$ cat config.mk
export PLATFORM = sky130hd
export DESIGN_NAME = sdram_cfg_regs
export DESIGN_NICKNAME = d
export VERILOG_FILES = /design/src/source/sdram_cfg_regs.sv
export VERILOG_INCLUDE_DIRS = /design/src /design/src/source
export SDC_FILE = /design/constraint.sdc
export NUM_CORES = 1
export LEC_CHECK = 0
export ABC_AREA = 1
export BUFFER_PORTS_ARGS = -buffer_cell sky130_fd_sc_hd__buf_2
export CORE_MARGIN = 5
export CORE_UTILIZATION = 47
export CTS_BUF_LIST = sky130_fd_sc_hd__clkbuf_8 sky130_fd_sc_hd__clkbuf_16
export DETAILED_ROUTE_END_ITERATION = 12
export PLACE_DENSITY = 0.88
export SKIP_CTS_REPAIR_TIMING = 1
export SKIP_LAST_GASP = 1
export SYNTH_ARGS = -nofsm -noshare
export SYNTH_HDL_FRONTEND = slang
export SYNTH_SLANG_ARGS = --single-unit
$ cat constraint.sdc
create_clock -name CLK -period 1.7 [get_ports CLK]
set_clock_uncertainty 0.15 [all_clocks]
set_input_delay 0.085 -clock CLK [delete_from_list [all_inputs] [get_ports CLK]]
set_output_delay 0.085 -clock CLK [all_outputs]
set_load 0.05 [all_outputs]
$ cat src/source/sdram_consts.svh
`ifndef SDRAM_CONSTS_SVH
`define SDRAM_CONSTS_SVH

// DRAM timing in CLK cycles
`define SDRAM_T_RCD       3
`define SDRAM_T_RC        9
`define SDRAM_T_RP        3
`define SDRAM_T_MRD       2
`define SDRAM_T_RFC       9
`define SDRAM_T_INIT      200 // Short power-up wait for simulation

`define SDRAM_CAS         3   // 2 or 3

`define SDRAM_REQ_DEPTH   4   // Also the host's starting credit count
`define SDRAM_REF_DEFAULT 150

// Field widths
`define SDRAM_DATA_W      16
`define SDRAM_TAG_W       8
`define SDRAM_BANK_W      2
`define SDRAM_ROW_W       13
`define SDRAM_COL_W       9

`endif

$ cat src/source/sdram_cfg_regs.sv
`timescale 1ns/10ps
`default_nettype none

`include "sdram_consts.svh"

module sdram_cfg_regs (
    input  logic        CLK,
    input  logic        rst,
    input  logic        cfg_wr,
    input  logic [15:0] cfg_wdata,
    input  logic        init_done_in,
    input  logic        ref_pulse,
    output logic [15:0] ref_interval,
    output logic [15:0] ref_count
);

    // Sequencer compares against this every cycle
    always_ff @(posedge CLK) begin
        if (rst) begin
            ref_interval <= 16'(`SDRAM_REF_DEFAULT);
        end else if (cfg_wr) begin
            ref_interval <= cfg_wdata;
        end
    end

    // Init-sequence refreshes are not counted
    always_ff @(posedge CLK) begin
        if (rst) begin
            ref_count <= '0;
        end else if (init_done_in && ref_pulse) begin
            ref_count <= ref_count + 1'b1;
        end
    end

endmodule

`default_nettype wire

---- After elaboration in Yosys (flattened, before gate mapping) ----
Cells that the tools add are included.
word-level totals
  word-level logic and storage cells ...... 4
  output and inout port bits .............. 32
  input bits .............................. 21
  register bits ........................... 32
operators by class
  add/subtract/negate cells ............... 1
  reduce and logical (&&, ||, !) cells .... 1
operator list
  operator               number
  $add 16x1->16 const B  1
  $logic_and 1x1->1      1

---- Longest topological paths before layout ----
  depth after elaboration ................. 1
  depth in mapped cells ................... 8

---- Worst setup path after synthesis ----
No wires, ideal clock.
  kind .................................... register to register
  from .................................... reg ref_count[1]
  to ...................................... reg ref_count[12]
  stages on the path, launching flop included .. 7
  required time ........................... 1.437 ns
  period minus slack after synthesis ...... 1.769 ns
  arrival time ............................ 1.506 ns
  path slack .............................. -0.069 ns
  library setup time ...................... 0.113 ns
  path buffers ............................ 0
  cell sequence ........................... dfxtp_1 ha_1 nand3_2 nor3_4 nand3_1 nor2_1 nor2_1
between the ends
  longest elaborated chain between the ends .. 1
RTL lines
  element                 line                  source
  from (decl)             sdram_cfg_regs.sv:14  output logic [15:0] ref_count
  from (signal assigned)  sdram_cfg_regs.sv:31  ref_count <= ref_count + 1'b1;
  $add 16x1->16           sdram_cfg_regs.sv:31
No other way between the ends.
A chain may end at the register's enable or synchronous reset.

---- Final worst setup path ----
Same ends and word-level chain as after synthesis.

==> summary.md <==
| Metric | Value |
|---|---|
| Yosys top cell area share | 0.470 |
| EDFF count, synth | 0 |
| DRC violations left | 0 |
| WP data arrival | 1.43 ns |
| Multi-input gate area | 617 sq um |
| Core ar. | 2760 sq um |
| Worst hold slack | a little under 0.04 ns |
| Synth cell types | 21 |
| Post-Syn Area | 1360 sq um |
| CTS Sinks | 32 |
| Ys Warns | 0 |
| RSZ-0062 raised after global routing | no |
| Number of global-route vias before repair | between 1,000 and 1,500 |
| Starting DRC count in detailed routing | between 80 and 90 |
| Syn-to-layout area delta | 41.0% |
| Sw Ratio | 0.274 |
| Clock transition at the registers of the reported paths | roughly 0.06 ns |
| HPWL Detailed | 2.26 mm |
| Final WL | 3.60 mm |
| Slew @ Worst Pin | 0.504 ns |
| Layout cells sized above 1 | 0.266 |
| FP Rows | 19 |
| Via/cell ratio | around 5.0 |
| Reg power frac | 0.472 |
| Final instance area | 1920 sq um |
| Inserted Clock Buffers | 5 |
| CTS max path bufs | 2 |
| Syn Inst Count | 191 |
| Final Cycle Share | 0.823 |
| Routed Antenna Nets | 0 |
| Met2 routed wirelength | between 1.5 and 2 mm |
| Mean Syn Cell Area | a little over 7 sq um |
| Clk pwr share | 0.369 |
| Crit Path Max Fanout | 5 |
| Int Pwr | ~1.2 mW |
| Largest net degree at the start of global routing | 20 |
| Io pins | 53 |
| Clock root cell | clkbuf_8 |
| Worst Setup Start Kind | flop |
| Full die area | 4080 sq um |
| Layout fillers | 201 |
| Psw | 0.463 mW |
| Worst setup EP type | flop |
| Die X | 63.8 um |
| Crit path time final | roughly 1.4 ns |
| Slew HR | 0.664 |
| H-tree Lvls | 2 |
| Worst Hold Class | in -> reg |
| Area after DPL | about 1700 sq um |
| Gr usage total | 0.165 |
| Share of synthesized registers carrying an async set or reset | 0 |
| Combinational Power Share | 0.159 |
| Prevailing post-synth register cell | dfxtp_1 |
| #FFs+latches synth | 32 |
| Peak Freq | 715 MHz |
| Final setup TNS | 0 ns |
| Peak VDD IR | 694 uV |
| Final Util | 0.696 |
| Sequential cell area fraction in the yosys report | 0.470 |
| Register area | 643 sq um |
| CTS tree | done |
| Diodes inserted | 0 |
| Final setup fails | 0 |
| Synth top cells by count | 46 x nor2_1, 34 x nand2_1, 32 x dfxtp_1 |
| Status | complete, no violations |
| Routed length on met3 | around 360 um |
| Pleak | ~0.94 nW |
| Slew Viols, Final | 0 |
| Initial Util | 0.494 |
| Via count | 1,482 |
| Gr ovfl total | 0 |
| Initial antenna violation count | 0 |
| Final hold viol count | 0 |
| Synth area leader | dfxtp_1 |
| Gpl congestion | 0.786 |
| Synthesized net count | 213 |
| DIE HEIGHT | 63.8 um |
| Final nets | 285 |
| Met1 WL | 1.47 mm |
| Total power | around 1.7 mW |
| Number of port buffers | 52 |
| Worst EP required | around 1.7 ns |
| PD cells | 881 nW/um^2 |
| First-pass GRT wire length | 5.44 mm |
| CP Class | reg -> reg |
| Clk_lat worst skew | 0.28 ns |
| Max layer used | met4 |
| Drt pass-1 iters | 4 |
| Avg WL per Cell | 12.2 um |
| MaxCap Viol Count | 0 |
| Count leader, synth | nor2_1 |
| Synth area leaders | dfxtp_1 47%, nor2_1 13%, nand2_1 9.4% |
==> final timing paths <==
path | from | to | slack, ns | cells after the start
worst max-delay path | ref_count[1]$_SDFFE_PP0P_ | ref_count[12]$_SDFFE_PP0P_ | 0.30 | 6
worst min-delay path | ref_pulse | ref_count[0]$_SDFFE_PP0P_ | 0.04 | 3
worst max register to register | ref_count[1]$_SDFFE_PP0P_ | ref_count[12]$_SDFFE_PP0P_ | 0.30 | 6
worst min register to register | ref_interval[2]$_SDFFE_PP1P_ | ref_interval[2]$_SDFFE_PP1P_ | 0.31 | 2
==> critical path: stages (launching register included) <==
cell	delay [ns]
dfxtp_2	0.36
ha_1	0.21
nand3_2	0.11
nor3_4	0.19
nand3_1	0.13
nor2_1	0.10
nor2_1	0.05
==> area by class of cell <==
cell class                 count  share of cell area
clock buffer                   7              0.0502
inverter                      20              0.0391
multi-input combinational    134               0.321
sequential                    32               0.335
tap                           31              0.0202
timing repair buffer          70               0.235
==> cells by family after synthesis <==
kind of cell / count (synthesis) / synth area share
fa+ha+maj: 1 / 0.00918
buf+inv: 25 / 0.0771
simple gates: 102 / 0.328
flops: 32 / 0.470
compound gates: 31 / 0.116
==> routing by layer <==
metal | up-vias | track usage
met5 | - | 0
met4 | 0 | 0.0779
met3 | 7 | 0.0613
met2 | 69 | 0.254
met1 | 661 | 0.202
li1 | 745 | -
==> per-stage QoR <==
stage,cells,worst slack (ns)
floorplan,191,0.0618
global placement,270,0.340
detailed placement,270,0.306
CTS,277,0.290
global route,294,0.112
finish,294,0.301
==> sequential cells by signal (all words and copies together) (netlist names) <==
name	count
ref_count	16
ref_interval	16
==> placed cells by master (no fill, tap or decap), types with 2 or more instances in the layout <==
master         instances
a21oi_1                9
buf_2                 52
clkbuf_8               7
dfxtp_1               30
dfxtp_2                2
dlygate4sd3_1         17
inv_1                 19
nand2_1               34
nand2_2                3
nand3_1               11
nor2_1                46
nor2_4                 2
nor3_1                 2
o21ai_0               21
==> power groups by stage <==
stage | logic, mW | registers [mW] | clock network [mW]
final | 0.269 | 0.798 | 0.625
after global routing | 0.290 | 0.801 | 0.690
after CTS | 0.234 | 0.796 | 0.648
after global placement | 0.231 | 0.812 | 0
after detailed placement | 0.234 | 0.812 | 0
after floorplan | 0.0612 | 0.916 | 0
Note: power is estimated with default switching activity, not from simulation.
