<file path="config.mk">
export PLATFORM = sky130hd
export DESIGN_NAME = sdram_cmd_seq
export DESIGN_NICKNAME = d
export VERILOG_FILES = /design/src/source/sdram_pkg.sv /design/src/source/sdram_cmd_seq.sv
export VERILOG_INCLUDE_DIRS = /design/src /design/src/source
export SDC_FILE = /design/constraint.sdc
export NUM_CORES = 1
export LEC_CHECK = 0
export ABC_AREA = 1
export BUFFER_PORTS_ARGS = -buffer_cell sky130_fd_sc_hd__buf_2
export CAP_MARGIN = 10
export CORE_MARGIN = 2
export CORE_UTILIZATION = 35
export CTS_BUF_LIST = sky130_fd_sc_hd__clkbuf_16
export CTS_CLUSTER_SIZE = 16
export DETAILED_ROUTE_END_ITERATION = 12
export PLACE_DENSITY = 0.6
export SETUP_SLACK_MARGIN = 0.1
export SLEW_MARGIN = 20
export SYNTH_ARGS = -nofsm -noshare
export SYNTH_HDL_FRONTEND = slang
export SYNTH_SLANG_ARGS = --single-unit
export TNS_END_PERCENT = 20
</file>
<file path="constraint.sdc">
create_clock -name CLK -period 2.6 [get_ports CLK]
set_input_delay 0.39 -clock CLK [delete_from_list [all_inputs] [get_ports CLK]]
set_output_delay 0.39 -clock CLK [all_outputs]
set_load 0.005 [all_outputs]
</file>
<file path="src/source/sdram_consts.svh">
`ifndef SDRAM_CONSTS_SVH
`define SDRAM_CONSTS_SVH

// DRAM timing in CLK cycles
`define SDRAM_T_RCD       3
`define SDRAM_T_RC        9
`define SDRAM_T_RP        3
`define SDRAM_T_MRD       2
`define SDRAM_T_RFC       9
`define SDRAM_T_INIT      200 // Short power-up wait for simulation

`define SDRAM_CAS         3   // 2 or 3

`define SDRAM_REQ_DEPTH   4   // Also the host's starting credit count
`define SDRAM_REF_DEFAULT 150

// Field widths
`define SDRAM_DATA_W      16
`define SDRAM_TAG_W       8
`define SDRAM_BANK_W      2
`define SDRAM_ROW_W       13
`define SDRAM_COL_W       9

`endif

</file>
<file path="src/source/sdram_pkg.sv">
`default_nettype none

`include "sdram_consts.svh"

package sdram_pkg;

    typedef enum logic [2:0] {
        OP_NOP,
        OP_REF,
        OP_PRE,
        OP_ACT,
        OP_WRITE,
        OP_READ,
        OP_MRS
    } op_t;

    typedef enum logic [2:0] {
        S_INIT_WAIT,
        S_PRECHARGE,
        S_REFRESH,  // Init refreshes only
        S_MODE_SET,
        S_IDLE,
        S_ACTIVATE,
        S_ACCESS,
        S_RECOVER   // Periodic refresh recovery
    } seq_state_t;

    typedef logic [`SDRAM_DATA_W-1:0] data_t;
    typedef logic [`SDRAM_TAG_W-1:0]  tag_t;

    typedef struct packed {
        logic                     write;
        logic [`SDRAM_BANK_W-1:0] bank;
        logic [`SDRAM_ROW_W-1:0]  row;
        logic [`SDRAM_COL_W-1:0]  col;
        data_t                    data;
        tag_t                     tag;
    } host_req_t;

    // READ puts the tag in data, MRS puts the mode word there
    typedef struct packed {
        op_t                      op;
        logic [`SDRAM_BANK_W-1:0] bank;
        logic [`SDRAM_ROW_W-1:0]  addr;
        data_t                    data;
    } cmd_t;

    typedef struct packed {
        data_t data;
        tag_t  tag;
    } rd_rsp_t;

endpackage

`default_nettype wire

</file>
<file path="src/source/sdram_cmd_seq.sv">
`timescale 1ns/10ps
`default_nettype none

`include "sdram_consts.svh"

module sdram_cmd_seq (
    input  logic                 CLK,
    input  logic                 rst,
    input  sdram_pkg::host_req_t req,
    input  logic                 req_valid,
    output logic                 credit_ret,
    input  logic [15:0]          ref_interval,
    output logic                 init_done,
    output logic                 ref_pulse,
    output sdram_pkg::cmd_t      cmd
);
    import sdram_pkg::*;

    localparam int PTR_W = $clog2(`SDRAM_REQ_DEPTH);

    localparam logic [15:0] T_INIT_W = 16'(`SDRAM_T_INIT - 1);
    localparam logic [15:0] T_RP_W   = 16'(`SDRAM_T_RP - 1);
    localparam logic [15:0] T_RFC_W  = 16'(`SDRAM_T_RFC - 1);
    localparam logic [15:0] T_MRD_W  = 16'(`SDRAM_T_MRD - 1);
    localparam logic [15:0] T_RCD_W  = 16'(`SDRAM_T_RCD - 1);
    localparam logic [15:0] T_RC_W   = 16'(`SDRAM_T_RC - 1);

    // Burst length 1, sequential, CAS latency in A6..A4
    localparam data_t MODE_WORD = {9'd0, 3'(`SDRAM_CAS), 4'b0000};
    localparam cmd_t  NOP_CMD   = '{op: OP_NOP, bank: '0, addr: '0, data: '0};

    host_req_t        q_mem [`SDRAM_REQ_DEPTH];
    logic [PTR_W-1:0] wr_ptr;
    logic [PTR_W-1:0] rd_ptr;
    logic [PTR_W:0]   q_cnt;
    host_req_t        head;
    logic             pop;

    seq_state_t  state;
    logic [15:0] wait_cnt;
    logic [15:0] ref_cnt;    // Cycles since the last REF decision
    logic        ref_due;
    logic        ref_second;

    assign head    = q_mem[rd_ptr];
    assign pop     = (state == S_ACTIVATE) && (wait_cnt == '0);
    assign ref_due = ref_cnt >= ref_interval;

    // Credits guarantee a free slot on every push
    always_ff @(posedge CLK) begin
        if (req_valid) begin
            q_mem[wr_ptr] <= req;
        end
    end

    always_ff @(posedge CLK) begin
        if (rst) begin
            wr_ptr     <= '0;
            rd_ptr     <= '0;
            q_cnt      <= '0;
            credit_ret <= 1'b0;
        end else begin
            if (req_valid) wr_ptr <= wr_ptr + 1'b1;
            if (pop) rd_ptr <= rd_ptr + 1'b1;
            q_cnt      <= q_cnt + (PTR_W+1)'(req_valid) - (PTR_W+1)'(pop);
            credit_ret <= pop;
        end
    end

    always_ff @(posedge CLK) begin
        if (rst) begin
            state      <= S_INIT_WAIT;
            wait_cnt   <= T_INIT_W;
            ref_cnt    <= '0;
            ref_second <= 1'b0;
            init_done  <= 1'b0;
            ref_pulse  <= 1'b0;
            cmd        <= NOP_CMD;
        end else begin
            cmd       <= NOP_CMD;
            ref_pulse <= 1'b0;
            if (ref_cnt != '1) ref_cnt <= ref_cnt + 1'b1; // Saturates
            if (wait_cnt != '0) begin
                wait_cnt <= wait_cnt - 1'b1;
            end else begin
                case (state)
                    S_INIT_WAIT: begin
                        cmd.op       <= OP_PRE;
                        cmd.addr[10] <= 1'b1; // All banks
                        wait_cnt     <= T_RP_W;
                        state        <= S_PRECHARGE;
                    end
                    S_PRECHARGE: begin
                        cmd.op     <= OP_REF;
                        wait_cnt   <= T_RFC_W;
                        ref_cnt    <= 16'd1;
                        ref_pulse  <= 1'b1;
                        ref_second <= 1'b1;
                        state      <= S_REFRESH;
                    end
                    S_REFRESH: begin
                        if (ref_second) begin
                            cmd.op     <= OP_REF;
                            wait_cnt   <= T_RFC_W;
                            ref_cnt    <= 16'd1;
                            ref_pulse  <= 1'b1;
                            ref_second <= 1'b0;
                        end else begin
                            cmd.op   <= OP_MRS;
                            cmd.data <= MODE_WORD;
                            wait_cnt <= T_MRD_W;
                            state    <= S_MODE_SET;
                        end
                    end
                    S_MODE_SET: begin
                        init_done <= 1'b1;
                        state     <= S_IDLE;
                    end
                    S_IDLE: begin
                        if (ref_due) begin
                            cmd.op    <= OP_REF;
                            wait_cnt  <= T_RFC_W;
                            ref_cnt   <= 16'd1;
                            ref_pulse <= 1'b1;
                            state     <= S_RECOVER;
                        end else if (q_cnt != '0) begin
                            cmd.op   <= OP_ACT;
                            cmd.bank <= head.bank;
                            cmd.addr <= head.row;
                            wait_cnt <= T_RCD_W;
                            state    <= S_ACTIVATE;
                        end
                    end
                    S_ACTIVATE: begin
                        cmd.op   <= head.write ? OP_WRITE : OP_READ;
                        cmd.bank <= head.bank;
                        cmd.addr <= {3'b001, 1'b0, head.col}; // A10 auto-precharge
                        cmd.data <= head.write ? head.data : data_t'(head.tag);
                        wait_cnt <= T_RC_W;
                        state    <= S_ACCESS;
                    end
                    default: begin
                        state <= S_IDLE; // Access or refresh recovery done
                    end
                endcase
            end
        end
    end

endmodule

`default_nettype wire

</file>
======== Yosys cells after proc, flatten, opt, wreduce, memory -nomap -nowiden ========
Memories as Yosys holds them, arrays and structs flattened. A register that Yosys moved wholly into a read port is not among the register bits.
Cells that the tools add are included.
operators by class
  add/sub/neg operators ................... 6
  $lt $le $gt $ge ......................... 1
  equal/unequal tests ..................... 9
  mux-type cells .......................... 34
  bitwise gates (word level) .............. 1
  reduce and logical (&&, ||, !) cells .... 14
operator list
  cell                   count
  $mux 16                8
  $pmux 16 s4            1
  $pmux 16 s3            1
  $pmux 16 s2            1
  $pmux 3 s5             2
  $pmux 10 s2            1
  $mux 17                1
  $add 16x1->16 const B  1
  $ge 16x16->1           1
  $logic_not 16->1       1
  $ne 16x16->1 const B   1
  $reduce_bool 16->1     1
  $sub 16x1->16 const B  1
  $mux 15                1
  $mux 3                 4
  $pmux 4 s2             1
  $eq 3x2->1 const B     2
  $eq 3x3->1 const B     2
  $mux 2                 3
  $mux 6                 1
  $reduce_and 2->1       3
  $reduce_or 2->1        3
  $mux 1                 5
  $reduce_bool 5->1      1
  other kinds (16)       18
storage, ports and cells
  flip-flop bits (word level) ............. 80
  bits in writable memories ............... 196
  input port bits ......................... 68
  output and inout bits ................... 37
  word-level logic and storage cells ...... 80
  memories ................................ 1
memories
  memory  words  bits a word  read ports  clocked after memory_dff  wr ports  line                 text
  q_mem   4      49           1           1                         1         sdram_cmd_seq.sv:32  host_req_t q_mem [`SDRAM_REQ_DEPTH];

======== Longest topological paths before layout ========
  depth in word-level cells ............... 5
  mapped depth ............................ 17
  gate-level depth less buffers ........... 16

======== Worst setup path after synthesis ========
No wires, ideal clock.
  path type ............................... reg-to-reg
  start point ............................. register wait_cnt[0]
  end point ............................... register q_cnt[2]
  arrival ................................. 2.228 ns
  data required time ...................... 2.480 ns
  setup slack ............................. 0.252 ns
  cell stages (with the launch flop) ...... 16
  period minus slack after synthesis ...... 2.348 ns
  cells stage by stage .................... dfxtp_1 > inv_1 > ha_1 > nand2_1 > nor2_2 > nand2_2 > nor2_4 > nand4_4 > nor2_1 > ha_1 > inv_1 > ha_1 > inv_1 > fa_1 > o21ai_0 > a21oi_1
between the ends
  cells in the longest elaborated chain, start to end .. 3
ends and longest elaborated chain
  element                 line                 text
  from (decl)             sdram_cmd_seq.sv:40  logic [15:0] wait_cnt;
  from (signal assigned)  sdram_cmd_seq.sv:84  wait_cnt <= wait_cnt - 1'b1;
  $logic_not 16->1        sdram_cmd_seq.sv:46  assign pop = (state == S_ACTIVATE) && (wait_cnt == '0);
  $logic_and 1x1->1       sdram_cmd_seq.sv:46
  named net pop           sdram_cmd_seq.sv:37  logic pop;
  $sub 3x1->3             sdram_cmd_seq.sv:65  q_cnt <= q_cnt + (PTR_W+1)'(req_valid) - (PTR_W+1)'(pop);
  to (signal assigned)    sdram_cmd_seq.sv:65
  to (decl)               sdram_cmd_seq.sv:35  logic [PTR_W:0] q_cnt;
The timed path passes the listed nets, and every way through them passes these cells.
A chain may end at the register's enable or synchronous reset.

======== Worst setup path in the final report ========
  start point ............................. register wait_cnt[1]
  end point ............................... register q_cnt[2]
Same word-level chain as after synthesis.

==> results.md <==
- Initial antenna violation count: 8
- Switching power share of the total: 0.202
- FF-to-FF Start: wait_cnt[1]$_SDFFE_PP1P_
- Hpwl dp: 15.3 mm
- GRT Util Overall: 0.146
- R2R Path End: q_cnt[2]$_SDFF_PP0_
- IO Pins: 105
- FF-to-FF path depth: 15
- Filler cell count: 3002
- Main synth FF type: edfxtp_1
- Synth Area per Inst: 11.1 sq um
- Power share of the clock group: 0.433
- Critical path arrival: 2710 ps
- Largest net degree at the start of global routing: 71
- Final Net Count: 1217
- Crit path from: wait_cnt[1]$_SDFFE_PP1P_
- Crit path kind: reg -> reg
- Final Power: 9.33 mW
- RSZ-0062 raised after global routing: false
- Internal cell power: 7.44 mW
- Post-layout min period: 2290 ps
- H-tree lvl count: 1
- Vias: 7541
- Power density cells: 704 nW/um^2
- Syn nets: 1099
- Vias in the first global route: 7314
- ANT nets after route: 0
- DR pass1 iterations: 4
- Cts hold-fix bufs: 0
- Routed WL: 24.5 mm
- DP Area: 12300 sq um
- Register area share after synthesis: 0.671
- Synthesized flop and latch total: 278
- Max Freq: 437 MHz
- # DRC: 0
- DIE AREA: 33500 sq um
- Final setup vio count: 0
- Clock sinks: 278
- Clk_skew: 14.5 ps
- Max Slew Vio Count: 0
- First-pass GRT wire length: 38.7 mm
- Net switching power: 1.89 mW
- Critical Path End Type: flop
- Buffers on Ports: 104
- GPL Wtd Cong: 0.799
- Core Rows: 65
- Combinational Power Share: 0.037
- VDD IR max: 0.000634 V
- CTS clk-pin slew, worst paths: 60 ps
- Core box area: 31600 sq um
- DR WL/cell: 15.8 microns
- Number of synthesized flops with an enable pin: 196
- Initial Utilization: 0.355
- Vias/cell: 4.86
- Synth unique cells: 49
- CP Launch Type: flop
- Congestion Overflow GR: 0
- Critical-path maximum fanout: 3
- Num CTS Buffers: 29
- Final Hold Vio Count: 0
- Clock Latency Late Sink: 530 ps
- Area of the mapped netlist: 11200 sq um
- Async S/R FF share, synth: 0
- Req. time, crit path: 3010 ps
- Reg2reg setup slack: 310 ps
- Clk buf depth: 3
- Fin util: 0.420
- Fin crit share: 0.881
- Crit path capture: q_cnt[2]$_SDFF_PP0_
- Finished Cell Area: 13300 sq um
- First DRT Iteration DRCs: 538
- Die width: 183 microns
- Area Overhead vs Synth: 18.2%
- Post-synthesis instance total: 1006
- Worst slew pin tran: 759 ps
- Sequential share of power: 0.530
- Die Height: 183 microns
- Lkg Pwr: 5.17 nW
- HP Class: in -> reg
- Share of cells above drive strength 1: 0.184
- CTS tree: done
- Synthesis Warnings: 0
- Setup tns final: 0 ps
- Relative slew margins: 0.494
- Status: finished clean
- Clock Tree Root: clkbuf_16
- MaxCap Viol Count: 0
-- registers in the layout (all words and copies together), names as in the netlist, 2 cells and up, named ones only --
signal,count
cmd,34
q_cnt,3
q_mem,196
rd_ptr,2
ref_cnt,16
state,3
wait_cnt,16
wr_ptr,2
-- metal layers --
| metal | routed length [microns] | track usage | up-vias | part of all wire |
|---|---|---|---|---|
| met4 | 323 | 0.0362 | 6 | 0.013 |
| met1 | 11100 | 0.190 | 3598 | 0.45 |
| met5 | 38 | 0 | - | 0.0016 |
| li1 | - | - | 3749 | - |
| met2 | 11700 | 0.248 | 158 | 0.48 |
| met3 | 1310 | 0.0312 | 30 | 0.054 |
-- placed cells by master (no fill, tap or decap), types with 4 or more instances in the layout --
cell type / count
a32o_1: 4
nand2_1: 147
o22ai_1: 32
a221oi_1: 9
xnor2_1: 5
ha_1: 23
a22oi_1: 6
clkbuf_16: 29
nor2_2: 8
nor2_4: 6
a21oi_1: 52
nor3_1: 17
dfxtp_1: 80
edfxtp_1: 196
bufinv_16: 4
inv_1: 77
clkinv_1: 9
buf_2: 104
clkinv_2: 6
nand4_1: 12
o21ai_0: 81
nor2_1: 136
diode_2: 5
nand3_1: 21
xor2_1: 11
buf_4: 17
nand2_2: 4
inv_2: 10
o21ai_1: 4
-- cells in the mapped netlist (2+ instances only) --
cell	number	area [sq um]
edfxtp_1	196	5890
nand2_1	147	552
nor2_1	137	514
dfxtp_1	82	1640
o21ai_0	82	410
inv_1	79	297
a21oi_1	52	260
o22ai_1	32	200
clkbuf_1	31	116
ha_1	24	300
nand3_1	21	105
nor3_1	17	85.1
nand4_1	12	75.1
xor2_1	11	96.3
a221oi_1	9	78.8
nor2_2	8	50.1
a22oi_1	6	45.0
nor2_4	5	56.3
xnor2_1	5	43.8
a32o_1	4	40.0
buf_2	4	20.0
inv_2	4	15.0
nand2_2	4	25.0
o21ai_1	3	15.0
a31o_2	2	17.5
a31oi_1	2	12.5
buf_4	2	15.0
clkinv_1	2	7.51
nand2_4	2	22.5
nand3_2	2	20.0
-- through the flow --
| stage | worst slack, ps | hold slack [ps] | std cells |
|---|---|---|---|
| floorplan | 252 | 443 | 1006 |
| global placement | 217 | 464 | 1493 |
| detailed placement | 179 | 459 | 1493 |
| CTS | 184 | 54.1 | 1546 |
| global route | 101 | 58.6 | 1552 |
| finish | 309 | 70.9 | 1553 |
-- worst min-delay path by stage --
stage                          startpoint                      to  slack, ps  cells after the start
floorplan           state[2]$_SDFFE_PP0P_  init_done$_SDFFE_PP0P_        440                      1
global placement    state[2]$_SDFFE_PP0P_  init_done$_SDFFE_PP0P_        460                      1
detailed placement  state[2]$_SDFFE_PP0P_  init_done$_SDFFE_PP0P_        460                      1
CTS                               req[16]  q_mem[3][16]$_DFFE_PP_         50                      1
global route                      req[20]  q_mem[2][20]$_DFFE_PP_         60                      1
finish                            req[16]  q_mem[3][16]$_DFFE_PP_         70                      1
-- logic make-up after synthesis --
kind of cell	synth area share
simple gates	0.143
fa+ha+maj	0.0286
compound gates	0.101
flops	0.671
mux	0.000893
xor+xnor	0.0125
buf+inv	0.0432
-- timing repair --
action / CTS / global route
setup buffers: 0 / 2
setup endpoints to repair: 0 / 2
resized for setup: 0 / 7
-- worst max-delay path, stage by stage, from the launching register on --
cell     delay [ps]
dfxtp_1         330
inv_2            70
ha_4            140
nand2_1          60
nor2_2          130
nand2_2          90
nor2_4          150
nand4_4         100
nor2_4          110
ha_1            230
inv_1            50
ha_1            120
inv_1            50
fa_1            370
o21ai_1         140
a21oi_1          50
-- final cells by class --
type                            count  area [sq um]  share of cell area
Sequential cell                   278          7530               0.568
Multi-Input combinational cell    604          3220               0.243
Clock buffer                       29           726              0.0548
Timing Repair Buffer              124           708              0.0534
Tap cell                          402           503              0.0380
Inverter                           87           333              0.0251
Clock inverter                     24           219              0.0165
Antenna cell                        5          12.5            0.000944
-- power groups by stage --
stage | registers [mW] | clock network [mW] | logic, mW
final | 4.94 | 4.04 | 0.345
after global routing | 4.95 | 4.34 | 0.395
after CTS | 4.94 | 4.13 | 0.350
after detailed placement | 5.04 | 0 | 0.349
after global placement | 5.03 | 0 | 0.345
after floorplan | 5.03 | 0 | 0.186
(Power assumes the default switching activity.)
